<file path="src/rtl/eth_pkg.sv">
package eth_pkg;

	//////////////////////////////////////////////////////////////////////
	// Header types
	//////////////////////////////////////////////////////////////////////

	// Byte 5 is the first one on the wire
	typedef logic [5:0][7:0] mac_addr_t;

	typedef logic [1:0][7:0] ethertype_t;

	typedef struct packed {
		mac_addr_t  dst_mac_addr;
		mac_addr_t  src_mac_addr;
		ethertype_t ethertype;
	} mac_hdr_t;

	localparam int HDR_LEN = 14; // Destination, source and ethertype

	//////////////////////////////////////////////////////////////////////
	// Frame constants
	//////////////////////////////////////////////////////////////////////

	localparam logic [7:0] PREAMBLE_BYTE = 8'h55;
	localparam int         PREAMBLE_LEN  = 7;
	localparam logic [7:0] SFD_BYTE      = 8'hd5;

	// Shorter payloads are padded with zero bytes
	localparam int MIN_PAYLOAD = 46;

	localparam int FCS_LEN = 4;

	// Reflected form of the IEEE 802.3 polynomial
	localparam logic [31:0] CRC_POLY = 32'hedb88320;

	// Remainder left in the register after a good frame and its FCS
	localparam logic [31:0] CRC_RESIDUE = 32'hdebb20e3;

	localparam mac_addr_t BROADCAST_ADDR = '1;

	localparam int IFG_LEN = 12; // Idle cycles after each transmitted frame

endpackage

</file>
<file path="src/rtl/mac_stream_if.sv">
`timescale 1ns/1ps

// Receive user stream, one byte per cycle with frame markers
interface mac_stream_if;
	logic [7:0]        d;
	logic              v;
	logic              sof;
	logic              eof;
	logic              err; // Valid only with eof
	eth_pkg::mac_hdr_t hdr;

	modport src (output d, v, sof, eof, err, hdr);
	modport snk (input d, v, sof, eof, err, hdr);
endinterface

</file>
<file path="src/rtl/byte_fifo.sv">
`timescale 1ns/1ps

module byte_fifo #(
	parameter int DEPTH = 64
) (
	input  logic                   clk,
	input  logic                   fsm_rst,
	input  logic                   flush,
	input  logic                   w_v,
	input  logic [7:0]             w_d,
	input  logic                   r_v,
	output logic [7:0]             r_q,
	output logic                   empty,
	output logic [$clog2(DEPTH):0] count
);

localparam int AW = $clog2(DEPTH);

logic [7:0] mem [DEPTH];

// One extra bit tells full from empty
logic [AW:0] wr_ptr;
logic [AW:0] rd_ptr;
logic        full;

assign count = wr_ptr - rd_ptr;
assign empty = (count == '0);
assign full  = count[AW];

always_ff @(posedge clk) begin
	if (fsm_rst || flush) begin
		wr_ptr <= '0;
		rd_ptr <= '0;
	end
	else begin
		if (w_v && !full) wr_ptr <= wr_ptr + 1'b1;
		if (r_v && !empty) rd_ptr <= rd_ptr + 1'b1;
	end
end

always_ff @(posedge clk) begin
	if (w_v && !full) mem[wr_ptr[AW-1:0]] <= w_d;
	if (r_v) r_q <= mem[rd_ptr[AW-1:0]]; // Data follows one cycle after r_v
end

endmodule

</file>
<file path="src/rtl/crc32.sv">
`timescale 1ns/1ps

module crc32 (
	input  logic        clk,
	input  logic        fsm_rst,
	input  logic        init,
	input  logic [7:0]  d,
	input  logic        v,
	output logic [31:0] crc,
	output logic        ok
);

logic [31:0] rem;

// One byte through the reflected polynomial, low bit first
function automatic logic [31:0] crc_byte(input logic [31:0] c, input logic [7:0] b);
	logic [31:0] r;
	r = c ^ {24'h0, b};
	for (int i = 0; i < 8; i++) begin
		r = r[0] ? ((r >> 1) ^ eth_pkg::CRC_POLY) : (r >> 1);
	end
	return r;
endfunction

always_ff @(posedge clk) begin
	if (fsm_rst || init) begin
		rem <= '1;
	end
	else if (v) begin
		rem <= crc_byte(rem, d);
	end
end

assign crc = ~rem; // Sent low byte first
assign ok  = (rem == eth_pkg::CRC_RESIDUE);

endmodule

</file>
<file path="src/rtl/eth_mac.sv">
`timescale 1ns/1ps

module eth_mac #(
	parameter int TX_FIFO_DEPTH = 64
) (
	input  logic               clk,
	input  logic               fsm_rst,
	input  eth_pkg::mac_addr_t dev_mac_addr,

	input  logic [7:0]         tx_d,
	input  logic               tx_v,
	input  eth_pkg::mac_hdr_t  tx_hdr,
	input  logic               tx_avl,
	output logic               tx_rdy,
	output logic               tx_busy,

	output logic [7:0]         phy_tx_d,
	output logic               phy_tx_v,
	input  logic [7:0]         phy_rx_d,
	input  logic               phy_rx_v,
	input  logic               phy_rx_e,

	output logic [7:0]         rx_d,
	output logic               rx_v,
	output logic               rx_sof,
	output logic               rx_eof,
	output logic               rx_err,
	output eth_pkg::mac_hdr_t  rx_hdr
);

localparam int LEN_W = $clog2(TX_FIFO_DEPTH) + 1;

logic             fifo_r_v;
logic [7:0]       fifo_r_q;
logic [LEN_W-1:0] fifo_count;
logic             fifo_flush;

mac_stream_if rx_if ();

//////////////////////////////////////////////////////////////////////
// Transmit path
//////////////////////////////////////////////////////////////////////

byte_fifo #(
	.DEPTH (TX_FIFO_DEPTH)
) tx_fifo (
	.clk     (clk),
	.fsm_rst (fsm_rst),
	.flush   (fifo_flush),
	.w_v     (tx_v),
	.w_d     (tx_d),
	.r_v     (fifo_r_v),
	.r_q     (fifo_r_q),
	.empty   (),
	.count   (fifo_count)
);

eth_tx #(
	.TX_FIFO_DEPTH (TX_FIFO_DEPTH)
) tx (
	.clk          (clk),
	.fsm_rst      (fsm_rst),
	.dev_mac_addr (dev_mac_addr),
	.tx_hdr       (tx_hdr),
	.avl          (tx_avl),
	.rdy          (tx_rdy),
	.busy         (tx_busy),
	.fifo_r_v     (fifo_r_v),
	.fifo_r_q     (fifo_r_q),
	.fifo_count   (fifo_count),
	.fifo_flush   (fifo_flush),
	.phy_d        (phy_tx_d),
	.phy_v        (phy_tx_v)
);

//////////////////////////////////////////////////////////////////////
// Receive path
//////////////////////////////////////////////////////////////////////

eth_rx rx (
	.clk          (clk),
	.fsm_rst      (fsm_rst),
	.dev_mac_addr (dev_mac_addr),
	.phy_d        (phy_rx_d),
	.phy_v        (phy_rx_v),
	.phy_e        (phy_rx_e),
	.mac          (rx_if)
);

assign rx_d   = rx_if.d;
assign rx_v   = rx_if.v;
assign rx_sof = rx_if.sof;
assign rx_eof = rx_if.eof;
assign rx_err = rx_if.err;
assign rx_hdr = rx_if.hdr;

endmodule

</file>
<file path="src/rtl/eth_rx.sv">
`timescale 1ns/1ps

module eth_rx (
	input  logic               clk,
	input  logic               fsm_rst,
	input  eth_pkg::mac_addr_t dev_mac_addr,
	input  logic [7:0]         phy_d,
	input  logic               phy_v,
	input  logic               phy_e,
	mac_stream_if.src          mac
);

localparam int HDR_LEN = eth_pkg::HDR_LEN;

typedef enum logic [1:0] {
	sfd_s,
	hdr_s,
	pay_s
} rx_state_t;

rx_state_t state;

logic [3:0]                hdr_cnt;
logic [HDR_LEN-1:0][7:0]   hdr_sr;
eth_pkg::mac_hdr_t         hdr_nxt;
eth_pkg::mac_hdr_t         hdr_q;

logic accept;
logic sof_pend;
logic err_seen;
logic crc_ok;
logic emit;
logic frame_end;

// Four bytes of hold-back so the FCS never reaches the user
logic [3:0][7:0] dly_d;
logic [3:0]      dly_p;

assign hdr_nxt   = {hdr_sr[HDR_LEN-2:0], phy_d};
assign emit      = phy_v && (state == pay_s) && dly_p[3] && accept;
assign frame_end = !phy_v && (state == pay_s);

crc32 rx_crc (
	.clk     (clk),
	.fsm_rst (fsm_rst),
	.init    (state == sfd_s),
	.d       (phy_d),
	.v       (phy_v && (state != sfd_s)),
	.crc     (),
	.ok      (crc_ok)
);

//////////////////////////////////////////////////////////////////////
// Frame control
//////////////////////////////////////////////////////////////////////

always_ff @(posedge clk) begin
	if (fsm_rst) begin
		state    <= sfd_s;
		hdr_cnt  <= '0;
		accept   <= 1'b0;
		sof_pend <= 1'b0;
		err_seen <= 1'b0;
		dly_p    <= '0;
		mac.v    <= 1'b0;
		mac.sof  <= 1'b0;
		mac.eof  <= 1'b0;
		mac.err  <= 1'b0;
	end
	else begin
		err_seen <= phy_v && (err_seen || phy_e); // Clears while the line is idle
		dly_p    <= {dly_p[2:0], phy_v && (state == pay_s)};

		mac.v   <= emit;
		mac.sof <= emit && sof_pend;
		mac.eof <= frame_end && accept;
		mac.err <= frame_end && accept && (!crc_ok || err_seen);
		if (emit) sof_pend <= 1'b0;

		case (state)
			sfd_s : begin
				if (phy_v && (phy_d == eth_pkg::SFD_BYTE)) begin
					hdr_cnt <= '0;
					state   <= hdr_s;
				end
			end
			hdr_s : begin
				if (!phy_v) state <= sfd_s; // Runt, nothing was forwarded yet
				else begin
					hdr_cnt <= hdr_cnt + 1'b1;
					if (hdr_cnt == 4'(HDR_LEN - 1)) begin
						accept <= (hdr_nxt.dst_mac_addr == dev_mac_addr) ||
							(hdr_nxt.dst_mac_addr == eth_pkg::BROADCAST_ADDR);
						sof_pend <= 1'b1;
						state    <= pay_s;
					end
				end
			end
			pay_s : begin
				if (!phy_v) state <= sfd_s;
			end
			default : state <= sfd_s;
		endcase
	end
end

//////////////////////////////////////////////////////////////////////
// Data path
//////////////////////////////////////////////////////////////////////

always_ff @(posedge clk) begin
	dly_d <= {dly_d[2:0], phy_d};
	mac.d <= dly_d[3];
	if (phy_v && (state == hdr_s)) begin
		hdr_sr <= hdr_nxt;
		if (hdr_cnt == 4'(HDR_LEN - 1)) hdr_q <= hdr_nxt;
	end
	if (emit && sof_pend) mac.hdr <= hdr_q; // Held until the next accepted frame
end

endmodule

</file>
<file path="src/rtl/eth_tx.sv">
`timescale 1ns/1ps

module eth_tx #(
	parameter int TX_FIFO_DEPTH = 64
) (
	input  logic                           clk,
	input  logic                           fsm_rst,
	input  eth_pkg::mac_addr_t             dev_mac_addr,
	input  eth_pkg::mac_hdr_t              tx_hdr,
	input  logic                           avl,
	output logic                           rdy,
	output logic                           busy,
	output logic                           fifo_r_v,
	input  logic [7:0]                     fifo_r_q,
	input  logic [$clog2(TX_FIFO_DEPTH):0] fifo_count,
	output logic                           fifo_flush,
	output logic [7:0]                     phy_d,
	output logic                           phy_v
);

localparam int LEN_W   = $clog2(TX_FIFO_DEPTH) + 1;
localparam int CNT_W   = (LEN_W > 7) ? LEN_W : 7; // Must also reach the pad length
localparam int HDR_LEN = eth_pkg::HDR_LEN;

localparam logic [CNT_W-1:0] PRE_LAST = CNT_W'(eth_pkg::PREAMBLE_LEN);
localparam logic [CNT_W-1:0] HDR_TOP  = CNT_W'(HDR_LEN - 1);
localparam logic [CNT_W-1:0] PAD_LAST = CNT_W'(eth_pkg::MIN_PAYLOAD - 1);
localparam logic [CNT_W-1:0] MIN_LEN  = CNT_W'(eth_pkg::MIN_PAYLOAD);
localparam logic [CNT_W-1:0] FCS_LAST = CNT_W'(eth_pkg::FCS_LEN - 1);
localparam logic [CNT_W-1:0] GAP_LAST = CNT_W'(eth_pkg::IFG_LEN + 1);

typedef enum logic [3:0] {
	idle_s,
	pre_s,
	dst_s,
	src_s,
	type_s,
	pay_s,
	pad_s,
	fcs_s,
	gap_s
} tx_state_t;

typedef enum logic [1:0] {
	sel_byte,
	sel_fifo,
	sel_fcs
} sel_t;

tx_state_t state;

logic [CNT_W-1:0]        cnt;
logic [CNT_W-1:0]        len;
logic [HDR_LEN-1:0][7:0] hdr_q;

// First output stage, one cycle behind the FSM to match the FIFO read latency
logic       a_v;
logic       a_crc;
sel_t       a_sel;
logic [7:0] a_byte;
logic [1:0] a_idx;

logic [7:0]  tx_byte;
logic [31:0] fcs;

assign fifo_r_v   = (state == pay_s);
assign fifo_flush = (state == gap_s) && (cnt == '0);

crc32 tx_crc (
	.clk     (clk),
	.fsm_rst (fsm_rst),
	.init    (state == pre_s),
	.d       (tx_byte),
	.v       (a_crc),
	.crc     (fcs),
	.ok      ()
);

//////////////////////////////////////////////////////////////////////
// Frame sequencer
//////////////////////////////////////////////////////////////////////

always_ff @(posedge clk) begin
	if (fsm_rst) begin
		state <= idle_s;
		cnt   <= '0;
		rdy   <= 1'b0;
		busy  <= 1'b0;
	end
	else begin
		rdy <= 1'b0;
		case (state)
			idle_s : begin
				if (avl) begin
					rdy   <= 1'b1;
					busy  <= 1'b1;
					hdr_q <= {tx_hdr.dst_mac_addr, dev_mac_addr, tx_hdr.ethertype};
					len   <= CNT_W'(fifo_count);
					cnt   <= '0;
					state <= pre_s;
				end
			end
			pre_s : begin
				cnt <= (cnt == PRE_LAST) ? '0 : cnt + 1'b1;
				if (cnt == PRE_LAST) state <= dst_s;
			end
			dst_s : begin
				cnt <= cnt + 1'b1;
				if (cnt == CNT_W'(5)) state <= src_s;
			end
			src_s : begin
				cnt <= cnt + 1'b1;
				if (cnt == CNT_W'(11)) state <= type_s;
			end
			type_s : begin
				cnt <= (cnt == HDR_TOP) ? '0 : cnt + 1'b1;
				if (cnt == HDR_TOP) state <= (len == '0) ? pad_s : pay_s;
			end
			pay_s : begin
				if (cnt == len - 1'b1) begin
					cnt   <= (len < MIN_LEN) ? cnt + 1'b1 : '0;
					state <= (len < MIN_LEN) ? pad_s : fcs_s;
				end
				else cnt <= cnt + 1'b1;
			end
			pad_s : begin
				cnt <= (cnt == PAD_LAST) ? '0 : cnt + 1'b1;
				if (cnt == PAD_LAST) state <= fcs_s;
			end
			fcs_s : begin
				cnt <= (cnt == FCS_LAST) ? '0 : cnt + 1'b1;
				if (cnt == FCS_LAST) state <= gap_s;
			end
			gap_s : begin
				cnt <= cnt + 1'b1;
				if (cnt == GAP_LAST) begin
					busy  <= 1'b0; // Counts the two output stages still draining
					state <= idle_s;
				end
			end
			default : state <= idle_s;
		endcase
	end
end

//////////////////////////////////////////////////////////////////////
// Output stages
//////////////////////////////////////////////////////////////////////

always_ff @(posedge clk) begin
	if (fsm_rst) begin
		a_v   <= 1'b0;
		a_crc <= 1'b0;
		phy_v <= 1'b0;
	end
	else begin
		a_v   <= (state != idle_s) && (state != gap_s);
		a_crc <= (state inside {dst_s, src_s, type_s, pay_s, pad_s});
		phy_v <= a_v;
	end
end

always_ff @(posedge clk) begin
	a_idx <= cnt[1:0];
	a_sel <= (state == pay_s) ? sel_fifo : (state == fcs_s) ? sel_fcs : sel_byte;
	case (state)
		pre_s : a_byte <= (cnt == PRE_LAST) ? eth_pkg::SFD_BYTE : eth_pkg::PREAMBLE_BYTE;
		dst_s, src_s, type_s : a_byte <= hdr_q[HDR_TOP - cnt];
		default : a_byte <= 8'h00; // Pad bytes
	endcase
	phy_d <= tx_byte;
end

always_comb begin
	case (a_sel)
		sel_fifo : tx_byte = fifo_r_q;
		sel_fcs  : tx_byte = fcs[8*a_idx +: 8];
		default  : tx_byte = a_byte;
	endcase
end

endmodule

</file>
<file path="config.mk">
export PLATFORM = sky130hd
export DESIGN_NAME = eth_mac
export DESIGN_NICKNAME = d
export VERILOG_FILES = /design/src/rtl/eth_pkg.sv /design/src/rtl/mac_stream_if.sv /design/src/rtl/byte_fifo.sv /design/src/rtl/crc32.sv /design/src/rtl/eth_mac.sv /design/src/rtl/eth_rx.sv /design/src/rtl/eth_tx.sv
export SDC_FILE = /design/constraint.sdc
export NUM_CORES = 1
export LEC_CHECK = 0
export BUFFER_PORTS_ARGS = -buffer_cell sky130_fd_sc_hd__buf_2
export CORE_MARGIN = 2
export CORE_UTILIZATION = 65
export CTS_BUF_LIST = sky130_fd_sc_hd__clkbuf_8
export CTS_CLUSTER_DIAMETER = 150
export DETAILED_ROUTE_END_ITERATION = 10
export PLACE_DENSITY = 0.85
export SYNTH_ARGS = -nofsm -noshare
export SYNTH_HDL_FRONTEND = slang
export SYNTH_HIERARCHICAL = 1
export SYNTH_SLANG_ARGS = --single-unit
</file>
<file path="constraint.sdc">
create_clock -name clk -period 17.5 [get_ports clk]
set_input_delay 1.75 -clock clk [delete_from_list [all_inputs] [get_ports clk]]
set_output_delay 1.75 -clock clk [all_outputs]
set_load 0.02 [all_outputs]
</file>
==> flow_summary.rst <==
.. list-table::
   :header-rows: 1

   * - Metric
     - Value
   * - Pins Over Slew Limit
     - 0
   * - Iteration-0 DRC count of the detailed router
     - 2,823
   * - Slowest cell on the critical path
     - sky130_fd_sc_hd__nor2_1
   * - Post-Syn Area
     - 44,100 um2
   * - Vias post-DR
     - 23,600
   * - Clock sink count
     - 1,138
   * - Vias/cell
     - 6.30
   * - Effective utilization at floorplan
     - 0.657
   * - Cell seen most often among critical-path stages
     - sky130_fd_sc_hd__nand4_1
   * - Vertical extent of the die
     - 265 um
   * - Ordered cell list for the critical path
     - buf_4 > inv_1 > fa_1 > a21o_1 > nand4_1 > and3_1 > or2_2 > nand4_1 > nor2_1
   * - Clock insertion delay at the later pin of the skew report
     - 0.83 ns
   * - Result of the run
     - finished clean
   * - Routed wirelength normalized by instance count
     - 26.3 um
   * - Syn Inst Count
     - 2,375
   * - Footprint of the flip-flops and latches
     - 32,500 um2
   * - Relative slew slack
     - 0.131
   * - Syn_nets
     - 2,578
   * - Clock tree root buffer cell
     - sky130_fd_sc_hd__clkbuf_8
   * - Port-buffer cells
     - 268
   * - IR drop worst, VDD
     - 0.0847 mV
   * - Worst setup skew after layout
     - 0.0486 ns
   * - Die X
     - 265 um
   * - Footprint of the multi-input gates
     - 10,900 um2
   * - Final wirelength
     - 98.5 mm
   * - Gr ovfl total
     - 0
   * - Pwr/cell area
     - 120 nW/um2
   * - Antenna violations before repair
     - 17
   * - Pre-CTS setup slack
     - 12.52 ns
   * - CP required
     - 17.91 ns
   * - Depth of the most critical reg-to-reg path
     - 9
   * - Crit path DAT
     - 5.43 ns
   * - Leakage
     - 17.2 nW
   * - Final period demand of the worst path
     - 5.02 ns
   * - Nature of the critical path startpoint
     - flop
   * - CP top delay family
     - simple AND/OR/NAND/NOR gates
   * - Setup slack after layout
     - 12.48 ns
   * - Clock edge transition at the registers on the reported setup and hold paths
     - 0.06 ns
   * - Maximum operating frequency
     - 0.199 GHz
   * - RSZ-0062 raised after global routing
     - false
   * - H-tree depth
     - 4
   * - Number of gates resized after CTS
     - 0
   * - Final estimated routing congestion in global placement
     - 0.919
   * - First-pass iteration count of the detailed router
     - 6
   * - CP Buf/Inv Count
     - 2
   * - Number of max-capacitance violations reported
     - 0
   * - Detailed Place HPWL
     - 62.7 mm
   * - Vias in the first global route
     - 23,700
   * - Layout net count
     - 2,930
   * - Global-route wire length before repair
     - 146 mm
   * - Number of filler instances in the final layout
     - 3,549
   * - Largest buffer count on any clock path
     - 3
   * - Startpoint-to-endpoint class of the critical path
     - reg -> reg
   * - Fraction of layout instances using a drive strength above 1
     - 0.267
   * - Hold Path Stages
     - 0
   * - Maximum number of pins on one net before global-route repair
     - 82
   * - Hold Violations, Final
     - 0
   * - Aggregate negative setup slack
     - 0 ns
   * - Maximum net fanout on the critical path
     - 72
   * - Row count
     - 95
   * - Total number of cells along the worst setup path
     - 9
   * - Area Growth Syn to Fin
     - 12.1%
   * - Count of pins on the block boundary
     - 317
   * - Combined global-route utilization of all metal layers
     - 0.283
   * - Transition time at the pin with the least slew margin
     - 1.30 ns
   * - Floorplan die area
     - 70,000 um2
   * - Longest individual stage delay on the worst path
     - 0.94 ns
   * - Detail Route Antenna Nets
     - 0
   * - Hold bufs inserted after CTS
     - 0
   * - # Post-CTS Setup Buffers
     - 0
   * - Type of element capturing the critical path
     - flop
   * - Number of DRC violations after detailed routing
     - 0
   * - Min-Delay Path Class
     - reg -> reg
   * - Setup violators final
     - 0
   * - Average cell area after synthesis
     - 18.6 um2
   * - Num CTS Buffers
     - 169
   * - Final period util
     - 0.287
   * - CTS tree
     - yes
   * - CORE AREA
     - 67,200 um2
   * - Total number of yosys warnings
     - 6
layer usage:
metal / part of all wire / vias up / routed length (um) / track usage
met5: 0.00058 / - / 57 / 0
met4: 0.041 / 8 / 3990 / 0.129
met3: 0.10 / 284 / 10200 / 0.0735
met2: 0.50 / 1471 / 49100 / 0.459
met1: 0.36 / 11800 / 35200 / 0.364
li1: - / 10000 / - / -
flip-flops by register name, indices dropped and copies added, names as in the netlist, 7 cells and up:
name / flops
rx/dly_d: 32
rx/hdr_nxt: 104
rx/hdr_q: 112
rx/mac.d: 8
rx/mac.hdr: 112
rx/rx_crc/rem: 32
tx/a_byte: 8
tx/cnt: 7
tx/hdr_q: 112
tx/len: 7
tx/phy_d: 8
tx/tx_crc/rem: 32
tx_fifo/mem: 512
tx_fifo/r_q: 8
tx_fifo/rd_ptr: 7
tx_fifo/wr_ptr: 7
placed cells by master (no fill, tap or decap), types with 22 or more instances in the layout:
cell type                  instances
sky130_fd_sc_hd__nor2_1          116
sky130_fd_sc_hd__buf_2           268
sky130_fd_sc_hd__o211ai_1         29
sky130_fd_sc_hd__a21oi_1          55
sky130_fd_sc_hd__xor2_1           36
sky130_fd_sc_hd__inv_1           122
sky130_fd_sc_hd__o21ai_0          25
sky130_fd_sc_hd__edfxtp_1        967
sky130_fd_sc_hd__dfxtp_1         166
sky130_fd_sc_hd__xnor2_1          88
sky130_fd_sc_hd__clkinv_1         43
sky130_fd_sc_hd__nand2_1         107
sky130_fd_sc_hd__xnor3_1          36
sky130_fd_sc_hd__clkbuf_8        184
sky130_fd_sc_hd__o21ai_1          22
sky130_fd_sc_hd__nand4_1          33
sky130_fd_sc_hd__mux4_2          189
where the power goes:
part | switching [mW] | leakage (nW) | internal (mW)
clock network | 0.972 | 1.80 | 1.05
registers | 0.0596 | 10.1 | 3.02
logic | 0.415 | 5.24 | 0.407
final cells by class:
cell class / instances / share of cell area
Clock inverter: 116 / 0.0134
Sequential cell: 1138 / 0.656
Antenna cell: 14 / 0.000708
Tap cell: 873 / 0.0221
Multi-Input combinational cell: 1049 / 0.221
Clock buffer: 184 / 0.0511
Inverter: 83 / 0.00634
Timing Repair Buffer: 286 / 0.0298
metrics by stage:
| step | util | hold WS (ns) | power [mW] | cells | instance area (um2) |
|---|---|---|---|---|---|
| 6_report | 0.737 | 0.318 | 5.93 | 3743 | 49500 |
| 2_1_floorplan | - | 0.310 | 3.77 | 2375 | 44100 |
| 4_1_cts | 0.737 | 0.320 | 5.96 | 3729 | 49500 |
| 3_3_place_gp | 0.689 | 0.310 | 3.92 | 3429 | 46300 |
| 5_1_grt | 0.737 | 0.327 | 6.14 | 3735 | 49500 |
| 3_5_place_dp | 0.689 | 0.312 | 3.96 | 3429 | 46300 |
worst paths after layout:
check	from	end	slack, ns
worst min register to register	rx/dly_d[0]	rx/dly_d[8]	0.32
worst max-delay path	tx_fifo/rd_ptr[1]	tx_fifo/mem[54][5]	12.48
worst min-delay path	rx/dly_d[0]	rx/dly_d[8]	0.32
worst max register to register	tx_fifo/rd_ptr[1]	tx_fifo/mem[54][5]	12.48
Note: power is estimated with default switching activity, not from simulation.
